### config.mk
export PLATFORM = sky130hd
export DESIGN_NAME = soc_ctrl_top
export DESIGN_NICKNAME = d
export VERILOG_FILES = /design/src/soc_ctrl_pkg.sv /design/src/csr_if.sv /design/src/reset_ctrl.sv /design/src/wb_csr_bridge.sv /design/src/gpio_regs.sv /design/src/timer_regs.sv /design/src/soc_ctrl_top.sv
export VERILOG_INCLUDE_DIRS = /design/src
export SDC_FILE = /design/constraint.sdc
export NUM_CORES = 1
export LEC_CHECK = 0
export ABC_AREA = 1
export BUFFER_PORTS_ARGS = -buffer_cell sky130_fd_sc_hd__buf_4
export CAP_MARGIN = 10
export CORE_ASPECT_RATIO = 0.8
export CORE_UTILIZATION = 45
export CTS_CLUSTER_DIAMETER = 100
export DETAILED_ROUTE_END_ITERATION = 16
export GPL_ROUTABILITY_DRIVEN = 0
export PLACE_DENSITY = 0.74
export SLEW_MARGIN = 20
export SYNTH_ARGS = -nofsm -noshare
export SYNTH_HDL_FRONTEND = slang
export SYNTH_SLANG_ARGS = --single-unit
### constraint.sdc
create_clock -name sys_clk -period 1.73 [get_ports sys_clk]
set_clock_uncertainty 0.1 [all_clocks]
set_input_delay 0.173 -clock sys_clk [delete_from_list [all_inputs] [get_ports sys_clk]]
set_output_delay 0.173 -clock sys_clk [all_outputs]
set_load 0.05 [all_outputs]
### src/soc_ctrl_defines.svh
`ifndef SOC_CTRL_DEFINES_SVH
`define SOC_CTRL_DEFINES_SVH

// --------------------
// CSR bus geometry
// --------------------
`define CSR_ADDR_W 14
// Bank select sits in the top bits
`define CSR_BANK_W 4
`define CSR_REG_W 10

// Reset conditioner counters, simulation size
`define DEBOUNCE_W 8
// Top bit of this one releases the peripheral reset
`define PRST_W 6

// Bank numbers on the CSR bus
`define CSR_BANK_GPIO 4'd1
`define CSR_BANK_TIMER 4'd2

// ASCII "X401"
`define SYSTEM_ID 32'h58343031

// --------------------
// Register indices
// --------------------
// GPIO bank
`define REG_GPIO_IN 10'd0
`define REG_GPIO_OUT 10'd1
`define REG_GPIO_IRQ_EN 10'd2
`define REG_SYSTEM_ID 10'd3
`define REG_HARD_RESET 10'd4

// Timer bank
`define REG_TIMER_CTRL 10'd0
`define REG_TIMER_COMPARE 10'd1
`define REG_TIMER_COUNTER 10'd2

`endif

### src/soc_ctrl_pkg.sv
`include "soc_ctrl_defines.svh"

package soc_ctrl_pkg;

	// --------------------
	// CSR bus types
	// --------------------
	// Full CSR address, bank field above register field
	typedef logic [`CSR_ADDR_W-1:0] csr_addr_t;
	typedef logic [`CSR_BANK_W-1:0] csr_bank_t;
	typedef logic [`CSR_REG_W-1:0] csr_reg_t;
	// Read and write data share one width
	typedef logic [31:0] csr_data_t;

	// --------------------
	// GPIO types
	// --------------------
	// Switches (8) above buttons (5)
	typedef logic [12:0] gpio_in_t;
	// LEDs, button LEDs and LCD lines
	typedef logic [13:0] gpio_out_t;

	// --------------------
	// Bridge FSM
	// --------------------
	typedef enum logic [1:0] {
		IDLE,
		ACCESS,
		READ_WAIT,
		ACK
	} brg_state_t;

endpackage

### src/csr_if.sv
// Shared CSR bus between the bridge and the register banks
interface csr_if
	import soc_ctrl_pkg::*;
();

	// Master side
	csr_addr_t csr_a;
	logic csr_we;
	csr_data_t csr_dw;

	// One registered read-data line per bank
	csr_data_t csr_dr_gpio;
	csr_data_t csr_dr_timer;

	// Bridge drives the access, sees every bank
	modport bridge (
		output csr_a, csr_we, csr_dw,
		input csr_dr_gpio, csr_dr_timer
	);

	// Banks only drive their own read data
	modport gpio_bank (input csr_a, csr_we, csr_dw, output csr_dr_gpio);
	modport timer_bank (input csr_a, csr_we, csr_dw, output csr_dr_timer);

endinterface

### src/reset_ctrl.sv
`include "soc_ctrl_defines.svh"

module reset_ctrl (
	input logic sys_clk,
	input logic reset_i,
	input logic hard_reset_i,
	output logic sys_rst_o,
	output logic periph_rst_n_o
);

	// Pin synchronizer stages
	logic rst_meta;
	logic rst_sync;

	logic [`DEBOUNCE_W-1:0] debounce_cnt;
	logic [`PRST_W-1:0] prst_cnt;

	// --------------------
	// Synchronizer
	// --------------------
	always_ff @(posedge sys_clk) begin
		rst_meta <= reset_i;
		rst_sync <= rst_meta;
	end

	// --------------------
	// Debounce
	// --------------------
	// Reloaded by the pin or by a software hard reset
	// Holds system reset until it drains
	always_ff @(posedge sys_clk) begin
		if (rst_sync | hard_reset_i) begin
			debounce_cnt <= '1;
		end else if (debounce_cnt != '0) begin
			debounce_cnt <= debounce_cnt - 1'b1;
		end
		sys_rst_o <= (debounce_cnt != '0);
	end

	// --------------------
	// Peripheral reset
	// --------------------
	// Only the pin clears it, so hard reset leaves peripherals alone
	// Short count, released well before the system reset
	always_ff @(posedge sys_clk) begin
		if (rst_sync) begin
			prst_cnt <= '0;
		end else if (!prst_cnt[`PRST_W-1]) begin
			prst_cnt <= prst_cnt + 1'b1;
		end
	end

	// Top bit stays set once reached
	assign periph_rst_n_o = prst_cnt[`PRST_W-1];

endmodule

### src/wb_csr_bridge.sv
`include "soc_ctrl_defines.svh"

module wb_csr_bridge
	import soc_ctrl_pkg::*;
(
	input logic sys_clk,
	input logic sys_rst_i,
	// Bus slave, byte addressed
	input logic [31:0] wb_adr_i,
	input logic [31:0] wb_dat_i,
	output logic [31:0] wb_dat_o,
	input logic wb_we_i,
	input logic wb_cyc_i,
	input logic wb_stb_i,
	output logic wb_ack_o,
	// CSR master side
	csr_if.bridge csr
);

	brg_state_t state;
	// Marks the IDLE cycle right after ack
	logic ack_q;
	logic start;

	// New request, blocked just after an ack
	assign start = (state == IDLE) & wb_cyc_i & wb_stb_i & ~ack_q;

	// --------------------
	// Control FSM
	// --------------------
	always_ff @(posedge sys_clk) begin
		if (sys_rst_i) begin
			state <= IDLE;
			wb_ack_o <= 1'b0;
			ack_q <= 1'b0;
			csr.csr_we <= 1'b0;
		end else begin
			ack_q <= wb_ack_o;
			// Single-cycle pulses by default
			wb_ack_o <= 1'b0;
			csr.csr_we <= 1'b0;
			case (state)
				IDLE: begin
					if (start) begin
						state <= ACCESS;
						csr.csr_we <= wb_we_i;
					end
				end
				ACCESS: begin
					// Writes land at this edge, reads need the bank register
					if (wb_we_i) begin
						state <= ACK;
						wb_ack_o <= 1'b1;
					end else begin
						state <= READ_WAIT;
					end
				end
				READ_WAIT: begin
					state <= ACK;
					wb_ack_o <= 1'b1;
				end
				default: state <= IDLE;
			endcase
		end
	end

	// --------------------
	// Address and data path
	// --------------------
	always_ff @(posedge sys_clk) begin
		// Address and data only live for the ACCESS cycle
		csr.csr_a <= '0;
		csr.csr_dw <= '0;
		if (start) begin
			// Word address from byte address
			csr.csr_a <= wb_adr_i[15:2];
			csr.csr_dw <= wb_dat_i;
		end
		// Unselected banks return zero, so OR is enough
		if (state == READ_WAIT) begin
			wb_dat_o <= csr.csr_dr_gpio | csr.csr_dr_timer;
		end
	end

endmodule

### src/gpio_regs.sv
`include "soc_ctrl_defines.svh"

module gpio_regs
	import soc_ctrl_pkg::*;
#(
	parameter csr_bank_t csr_bank = `CSR_BANK_GPIO
) (
	input logic sys_clk,
	input logic sys_rst_i,
	csr_if.gpio_bank csr,
	input gpio_in_t gpio_in_i,
	output gpio_out_t gpio_out_o,
	output logic irq_o,
	output logic hard_reset_o
);

	// Address decode
	csr_bank_t bank_sel;
	csr_reg_t reg_idx;
	logic csr_selected;

	// Input synchronizer and previous value
	gpio_in_t in_meta;
	gpio_in_t in_sync;
	gpio_in_t in_prev;

	gpio_in_t irq_en;

	assign bank_sel = csr.csr_a[`CSR_ADDR_W-1 -: `CSR_BANK_W];
	assign reg_idx = csr.csr_a[`CSR_REG_W-1:0];
	assign csr_selected = (bank_sel == csr_bank);

	// --------------------
	// Inputs and interrupt
	// --------------------
	always_ff @(posedge sys_clk) begin
		in_meta <= gpio_in_i;
		in_sync <= in_meta;
		in_prev <= in_sync;
	end

	// Pulse on any enabled bit that toggled
	always_ff @(posedge sys_clk) begin
		if (sys_rst_i) begin
			irq_o <= 1'b0;
		end else begin
			irq_o <= |((in_sync ^ in_prev) & irq_en);
		end
	end

	// --------------------
	// CSR writes
	// --------------------
	always_ff @(posedge sys_clk) begin
		if (sys_rst_i) begin
			gpio_out_o <= '0;
			irq_en <= '0;
			hard_reset_o <= 1'b0;
		end else begin
			hard_reset_o <= 1'b0;
			if (csr_selected & csr.csr_we) begin
				case (reg_idx)
					`REG_GPIO_OUT: gpio_out_o <= csr.csr_dw[13:0];
					`REG_GPIO_IRQ_EN: irq_en <= csr.csr_dw[12:0];
					// Data ignored, any write triggers it
					`REG_HARD_RESET: hard_reset_o <= 1'b1;
					default: ;
				endcase
			end
		end
	end

	// --------------------
	// CSR reads
	// --------------------
	// Registered, zero while another bank is addressed
	always_ff @(posedge sys_clk) begin
		csr.csr_dr_gpio <= '0;
		if (csr_selected) begin
			case (reg_idx)
				`REG_GPIO_IN: csr.csr_dr_gpio <= csr_data_t'(in_sync);
				`REG_GPIO_OUT: csr.csr_dr_gpio <= csr_data_t'(gpio_out_o);
				`REG_GPIO_IRQ_EN: csr.csr_dr_gpio <= csr_data_t'(irq_en);
				`REG_SYSTEM_ID: csr.csr_dr_gpio <= `SYSTEM_ID;
				default: csr.csr_dr_gpio <= '0;
			endcase
		end
	end

endmodule

### src/timer_regs.sv
`include "soc_ctrl_defines.svh"

module timer_regs
	import soc_ctrl_pkg::*;
#(
	parameter csr_bank_t csr_bank = `CSR_BANK_TIMER
) (
	input logic sys_clk,
	input logic sys_rst_i,
	csr_if.timer_bank csr,
	output logic irq_o
);

	csr_bank_t bank_sel;
	csr_reg_t reg_idx;
	logic csr_selected;
	logic csr_write;

	// CONTROL fields
	logic timer_en;
	logic autorestart;

	csr_data_t timer_compare;
	csr_data_t timer_cnt;

	assign bank_sel = csr.csr_a[`CSR_ADDR_W-1 -: `CSR_BANK_W];
	assign reg_idx = csr.csr_a[`CSR_REG_W-1:0];
	assign csr_selected = (bank_sel == csr_bank);
	assign csr_write = csr_selected & csr.csr_we;

	// --------------------
	// Counter and writes
	// --------------------
	always_ff @(posedge sys_clk) begin
		if (sys_rst_i) begin
			timer_en <= 1'b0;
			autorestart <= 1'b0;
			timer_compare <= '0;
			timer_cnt <= '0;
			irq_o <= 1'b0;
		end else begin
			irq_o <= 1'b0;
			// Count first, a CSR write below takes priority
			if (timer_en) begin
				if (timer_cnt == timer_compare) begin
					timer_cnt <= '0;
					irq_o <= 1'b1;
					// One-shot stops here
					timer_en <= autorestart;
				end else begin
					timer_cnt <= timer_cnt + 32'd1;
				end
			end
			if (csr_write) begin
				case (reg_idx)
					`REG_TIMER_CTRL: begin
						timer_en <= csr.csr_dw[0];
						autorestart <= csr.csr_dw[1];
					end
					`REG_TIMER_COMPARE: timer_compare <= csr.csr_dw;
					`REG_TIMER_COUNTER: timer_cnt <= csr.csr_dw;
					default: ;
				endcase
			end
		end
	end

	// --------------------
	// CSR reads
	// --------------------
	always_ff @(posedge sys_clk) begin
		csr.csr_dr_timer <= '0;
		if (csr_selected) begin
			case (reg_idx)
				`REG_TIMER_CTRL: csr.csr_dr_timer <= {30'd0, autorestart, timer_en};
				`REG_TIMER_COMPARE: csr.csr_dr_timer <= timer_compare;
				`REG_TIMER_COUNTER: csr.csr_dr_timer <= timer_cnt;
				default: csr.csr_dr_timer <= '0;
			endcase
		end
	end

endmodule

### src/soc_ctrl_top.sv
`include "soc_ctrl_defines.svh"

module soc_ctrl_top
	import soc_ctrl_pkg::*;
(
	input logic sys_clk,
	input logic reset_i,
	// Bus slave
	input logic [31:0] wb_adr_i,
	input logic [31:0] wb_dat_i,
	output logic [31:0] wb_dat_o,
	input logic wb_we_i,
	input logic wb_cyc_i,
	input logic wb_stb_i,
	output logic wb_ack_o,
	// Board inputs
	input logic [4:0] btn_i,
	input logic [7:0] dipsw_i,
	// Board outputs
	output logic [1:0] led_o,
	output logic [4:0] btnled_o,
	output logic lcd_e_o,
	output logic lcd_rs_o,
	output logic lcd_rw_o,
	output logic [3:0] lcd_d_o,
	// Interrupts and peripheral reset
	output logic gpio_irq_o,
	output logic timer_irq_o,
	output logic periph_rst_n_o
);

	logic sys_rst;
	logic hard_reset;
	gpio_out_t gpio_out;

	csr_if csr ();

	// --------------------
	// Reset
	// --------------------
	reset_ctrl u_reset_ctrl (
		.sys_clk(sys_clk),
		.reset_i(reset_i),
		.hard_reset_i(hard_reset),
		.sys_rst_o(sys_rst),
		.periph_rst_n_o(periph_rst_n_o)
	);

	// --------------------
	// Bus to CSR
	// --------------------
	wb_csr_bridge u_bridge (
		.sys_clk(sys_clk),
		.sys_rst_i(sys_rst),
		.wb_adr_i(wb_adr_i),
		.wb_dat_i(wb_dat_i),
		.wb_dat_o(wb_dat_o),
		.wb_we_i(wb_we_i),
		.wb_cyc_i(wb_cyc_i),
		.wb_stb_i(wb_stb_i),
		.wb_ack_o(wb_ack_o),
		.csr(csr.bridge)
	);

	// --------------------
	// Register banks
	// --------------------
	gpio_regs #(
		.csr_bank(`CSR_BANK_GPIO)
	) u_gpio (
		.sys_clk(sys_clk),
		.sys_rst_i(sys_rst),
		.csr(csr.gpio_bank),
		.gpio_in_i({dipsw_i, btn_i}),
		.gpio_out_o(gpio_out),
		.irq_o(gpio_irq_o),
		.hard_reset_o(hard_reset)
	);

	timer_regs #(
		.csr_bank(`CSR_BANK_TIMER)
	) u_timer (
		.sys_clk(sys_clk),
		.sys_rst_i(sys_rst),
		.csr(csr.timer_bank),
		.irq_o(timer_irq_o)
	);

	// GPIO output register to board pins
	assign led_o = gpio_out[1:0];
	assign btnled_o = gpio_out[6:2];
	assign lcd_e_o = gpio_out[7];
	assign lcd_rs_o = gpio_out[8];
	assign lcd_rw_o = gpio_out[9];
	assign lcd_d_o = gpio_out[13:10];

endmodule

Word-level counts from Yosys, hierarchy flattened
Cells that the tools add are included.
{"block": "op_classes", "n_eq_ne": 10, "bitwise_logic": 14, "muxes": 18, "n_reduce_logical": 11, "n_addsub": 3}
{"op": "$mux 32", "count": 4}
{"op": "$pmux 31 s4", "count": 1}
{"op": "$pmux 32 s3", "count": 1}
{"op": "$add 32x1->32 const B", "count": 1}
{"op": "$eq 32x32->1", "count": 1}
{"op": "$or 32x32->32", "count": 1}
{"op": "$eq 10x2->1 const B", "count": 2}
{"op": "$and 13x13->13", "count": 1}
{"op": "$reduce_or 13->1", "count": 1}
{"op": "$xor 13x13->13", "count": 1}
{"op": "$eq 10x1->1 const B", "count": 1}
{"op": "$eq 10x3->1 const B", "count": 1}
{"op": "$logic_not 10->1", "count": 1}
{"op": "$mux 1", "count": 8}
{"op": "$reduce_and 2->1", "count": 4}
{"op": "$reduce_bool 8->1", "count": 1}
{"op": "$sub 8x1->8 const B", "count": 1}
{"op": "$add 6x1->6 const B", "count": 1}
{"op": "$mux 6", "count": 1}
{"op": "$pmux 2 s3", "count": 1}
{"op": "$and 1x1->1", "count": 5}
{"op": "$not 1->1", "count": 5}
{"op": "$eq 4x1->1 const B", "count": 1}
{"op": "$eq 4x2->1 const B", "count": 1}
{"op": "other kinds (9)", "count": 10}
{"block": "word_totals", "inputBits": 82, "wordCells": 83, "output_inout_bits": 50, "regBits": 299}

Depth between registers and ports, before layout
{"block": "logic_depth", "depth_word": 6, "depth_mapped": 12, "depth_no_buf": 11}

Hierarchy
A second synthesis with hierarchy kept.
{"block": "hier_totals", "cells_unflattened": 1583, "area_unflattened_um2": 12156.7}
{"module": "timer_regs", "area_each_um2": 5226.3, "cells_per_inst": 803, "instances": 1, "seq_area_each_um2": 1981.9}
{"module": "gpio_regs", "area_each_um2": 3265.6, "cells_per_inst": 437, "instances": 1, "seq_area_each_um2": 1661.6}
{"module": "wb_csr_bridge", "area_each_um2": 2907.8, "cells_per_inst": 245, "instances": 1, "seq_area_each_um2": 1981.9}
{"module": "reset_ctrl", "area_each_um2": 757.0, "cells_per_inst": 98, "instances": 1, "seq_area_each_um2": 340.3}

Worst setup path after synthesis
No wires, ideal clock.
{"block": "synth_path", "path_type": "register to register", "from": "reg u_bridge.state[0]", "to": "reg u_bridge.state[0]", "required_ps": 1544, "period_less_slack_ps": 1863, "setup_time_ps": 86, "slack_ps": -133, "path_buffers": 0, "arrival_ps": 1677, "stages_incl_launch_ff": 7, "path_cell_list": "dfxtp_1 -> inv_1 -> ha_1 -> a21oi_1 -> nand2_1 -> nand2_1 -> a211oi_1"}
{"block": "synth_between", "elab_chain_len": 5, "word_cells_on_any_way": 8, "cone_classes": "3 x eq/ne; 1 x mux; 3 x bitwise; 1 x reduce/logical"}
{"element": "start: declaration", "line_no": "wb_csr_bridge.sv:20", "text": "brg_state_t state;"}
{"element": "start signal: assignment", "line_no": "wb_csr_bridge.sv:33", "text": "state <= IDLE;"}
{"element": "start signal: assignment", "line_no": "wb_csr_bridge.sv:45", "text": "state <= ACCESS;"}
{"element": "start signal: assignment", "line_no": "wb_csr_bridge.sv:52", "text": "state <= ACK;"}
{"element": "$logic_not 2->1", "line_no": "wb_csr_bridge.sv:26, wb_csr_bridge.sv:42"}
{"element": "$and 1x1->1 (3 in series)", "line_no": "wb_csr_bridge.sv:26", "text": "assign start = (state == IDLE) & wb_cyc_i & wb_stb_i & ~ack_q;"}
{"element": "$ne 2x1->1 (no source line)"}
Parallel ways exist; a longest one is shown, timed or not.
A chain may end at the register's enable or synchronous reset.

Worst setup path after layout
{"block": "layout_path", "from": "reg u_bridge.csr.csr_a[5]", "to": "reg u_gpio.irq_en[8]"}
{"block": "layout_between", "elab_chain_len": 2}
{"element": "start: declaration", "line_no": "csr_if.sv:17", "text": "output csr_a, csr_we, csr_dw,"}
{"element": "start signal: assignment", "line_no": "wb_csr_bridge.sv:76", "text": "csr.csr_a <= wb_adr_i[15:2];"}
{"element": "$eq 10x2->1", "line_no": "gpio_regs.sv:62", "text": "case (reg_idx)"}
{"element": "$reduce_and 2->1 (no source line)"}
{"element": "end signal: assignment", "line_no": "gpio_regs.sv:64", "text": "`REG_GPIO_IRQ_EN: irq_en <= csr.csr_dw[12:0];"}
{"element": "end: declaration", "line_no": "gpio_regs.sv:27", "text": "gpio_in_t irq_en;"}
No other way between the ends.

==> out/metrics.yaml <==
hpwl_um: 21100
reg2reg_slack_ns: -0.27
synth_edf_count: 32
overflow: 0
clockBufferDepth: 3
die_w_um: 178
synthTopCellsByArea: "dfxtp_1, nand2_1, edfxtp_1"
maxCapViolations: 0
initial_core_util_pct: 46.6
use_met1_pct: 36.2
synth_seq_cells: 282
clkSinkCount: 282
final_layout_size_suffix_gt1_share_pct: 33.5
critPathKind: "reg2reg"
timing.hold.ws_ns: 0.0146
cts_tree: "done"
grt_start_max_net_pins: 63
worst-path-buf-inv: 3
final_cell_mix: "nand2_1, dfxtp_1, buf_4, inv_1, nor2_1"
via_count: 11100
grt_pass1_vias: 9856
pin_count: 132
drt-vias-per-instance: 5.58
dp_slack_ns: -0.100
async_reset_ff_share_pct: 0
critPathMaxFanout: 6
final_common_cell: "nand2_1"
fin_tns_setup_ns: -17.42
syn_area_sq_um: 11100
cts_root_buf: "clkbuf_16"
clock_power_share_pct: 42.8
clk_latency_ns: 0.54
pwr-share-comb_pct: 5.8
worstHoldStart: "wb_cyc_i"
drc: 0
tightest_slew_ns: 0.643
ir_worst_vdd_uv: 630
max_freq_ghz: 0.500
worstPathCellList: "nor2_2 > nand3_2 > buf_6 > nor2_4 > nand3_4 > buf_6 > nor2_4 > clkbuf_16 > o21ai_1 > a21oi_1"
die_h_um: 142
grt_use_met3_pct: 6.30
wl_um: 40100
fillers: 1605
yosysTopAreaCell: "dfxtp_1"
finalCritPeriodShare_pct: 116
setup_viol: 132
violations: "setup timing"
yosysSeqAreaShare_pct: 53.8
min_to: "u_bridge.state[1]$_SDFFE_PP0P_"
h-tree-depth: 1
reg2reg_to: "u_gpio.irq_en[8]$_SDFFE_PP0P_"
rr_worst_depth: 10
rsz0062_at_grt: "true"
endpoint_kind: "flop"
worst_slack_ns: -0.270
syn_nets: 1449
wl_per_cell_um: 20.1
fin_util_pct: 68.8
period_minus_slack_ns: 2.00
grt.total_usage_pct: 26.4
switching_share_pct: 22.0
hold_path_depth: 4
critPathTopFamily: "simple AND/OR/NAND/NOR gates"
path_clk_slew_ns: 0.06
power_density_nw_per_um2: 808
hold_class: "in2reg"
arrival_ns: 2.35
cts_buffers: 27
syn_inst: 1360
first_pass_iters: 9
seq_power_share_pct: 51.3
status: "finished with violations"
layout-area-overhead-vs-synth_pct: 47.6
ys.flop_type: "dfxtp_1"
rows: 50
worst_path_max_delay_cell: "dfxtp_2"
total_leakage_power_nw: 6.73
timing.rr.start: "u_bridge.csr.csr_a[5]$_SDFF_PN0_"
startpoint_type: "flop"
report.power.total_mw: 13.2
p_switching_mw: 2.91
die_area_sq_um: 25300
synth.avg_cell_area_sq_um: 8.15
core_area_sq_um: 23800
grt_pass1_wl_um: 51500
io_buffers: 113
internal-power_mw: 10.3
num-nets-final: 1756
required_ns: 2.08
relSlewSlack_pct: 57.1
synth.top_cell.area_share_pct: 45.1
slew_viol_final: 0
antenna_found_initial: 3
grtUsageMet2_pct: 40.5
timing.final.hold_violations: 0
drtAntennaViolNets: 0
ys_warn_count: 0
dr.first_iter.drc_count: 1578
busiest_layer: "met2"
max_stage_delay_ns: 0.31
n_antenna_cell: 0
synth.distinct_cells: 47
-- kinds of logic (layout without fill, tap and decap cells) --
family | count (synthesis) | in the layout | share of synthesized area (%)
compound gates | 223 | 223 | 10.7
xor+xnor | 40 | 40 | 3.16
fa+ha+maj | 7 | 7 | 0.790
buf+inv | 227 | 552 | 8.65
flops | 282 | 282 | 53.8
simple gates | 581 | 581 | 22.9
-- area by class of cell --
class / count / area (sq um) / share of cell area [%]
inverters: 168 / 667 / 4.08
flip-flops and latches: 282 / 6000 / 36.7
clock inverters: 7 / 36.3 / 0.222
well taps: 312 / 390 / 2.39
repair inverters: 1 / 8.76 / 0.0535
clock buffers: 40 / 806 / 4.93
multi-input cells: 851 / 5150 / 31.5
repair buffers: 336 / 3300 / 20.2
-- registers in the layout (all words and copies together), names as in the netlist, 14 cells and up --
signal	cells
u_bridge.csr.csr_dw	32
u_timer.csr.csr_dr_timer	32
u_timer.timer_compare	32
u_timer.timer_cnt	32
u_bridge.wb_dat_o	32
u_gpio.gpio_out_o	14
u_bridge.csr.csr_a	14
u_gpio.csr.csr_dr_gpio	15
-- tightest hold or removal path: stages --
cell and delay, ns:
buf_4 0.08, nand3_2 0.11, nand2_1 0.15, a21oi_1 0.08
-- stage by stage --
stage | std cells | area (sq um)
after floorplan | 1360 | 11100
after global placement | 1838 | 13000
after detailed placement | 1838 | 13000
after CTS | 1975 | 15100
after global routing | 1997 | 16400
final | 1997 | 16400
-- cells in the mapped netlist (7+ instances only) --
| library cell | n |
|---|---|
| nand3_1 | 71 |
| nor3_1 | 12 |
| xor2_1 | 14 |
| buf_2 | 19 |
| inv_1 | 158 |
| buf_4 | 8 |
| ha_1 | 7 |
| nand2_1 | 289 |
| o21ai_0 | 62 |
| a21oi_1 | 119 |
| or2_2 | 27 |
| dfxtp_1 | 250 |
| xnor2_1 | 26 |
| edfxtp_1 | 32 |
| o21ai_1 | 11 |
| a31oi_1 | 9 |
| nand4_1 | 16 |
| nor2_1 | 141 |
| inv_2 | 8 |
| clkbuf_1 | 19 |
-- power groups by stage --
stage | sequential, mW | combinational (mW) | clock [mW]
floorplan | 6.89 | 0.205 | 0
global placement | 6.91 | 0.441 | 0
detailed placement | 6.92 | 0.449 | 0
CTS | 6.77 | 0.641 | 5.67
global route | 6.79 | 0.814 | 5.99
finish | 6.78 | 0.773 | 5.66
-- how the worst max path moves through the flow --
stage | cells after the start | slack [ns] | from | endpoint
2_1_floorplan | 10 | 0.06 | u_timer.timer_cnt[1]$_SDFF_PP0_ | u_timer.timer_cnt[16]$_SDFF_PP0_
3_3_place_gp | 10 | -0.07 | u_bridge.csr.csr_a[5]$_SDFF_PN0_ | u_timer.csr.csr_dr_timer[16]$_SDFF_PP0_
3_5_place_dp | 9 | -0.10 | u_timer.timer_cnt[4]$_SDFF_PP0_ | u_timer.timer_cnt[23]$_SDFF_PP0_
4_1_cts | 10 | -0.07 | u_bridge.csr.csr_a[6]$_SDFF_PN0_ | u_gpio.irq_en[12]$_SDFFE_PP0P_
5_1_grt | 10 | -0.28 | u_bridge.csr.csr_a[3]$_SDFF_PN0_ | u_gpio.irq_en[7]$_SDFFE_PP0P_
6_report | 10 | -0.27 | u_bridge.csr.csr_a[5]$_SDFF_PN0_ | u_gpio.irq_en[8]$_SDFFE_PP0P_
-- per-layer routing --
| metal | wire length [um] | vias up | share of wire, % |
|---|---|---|---|
| met2 | 17300 | 874 | 43 |
| met1 | 15000 | 5061 | 37 |
| li1 | - | 4943 | - |
| met3 | 5450 | 250 | 14 |
| met4 | 2330 | 6 | 5.8 |
| met5 | 39 | - | 0.097 |
-- repair_timing --
action,4_1_cts,5_1_grt
endpoints found under the hold margin,62,0
gates cloned,8,12
endpoints found under the setup margin,61,140
setup buffers,21,13
pin swaps,22,44
gates resized for setup,91,221
hold buffers,61,0
No activity file was read; power rests on OpenSTA's default activity.
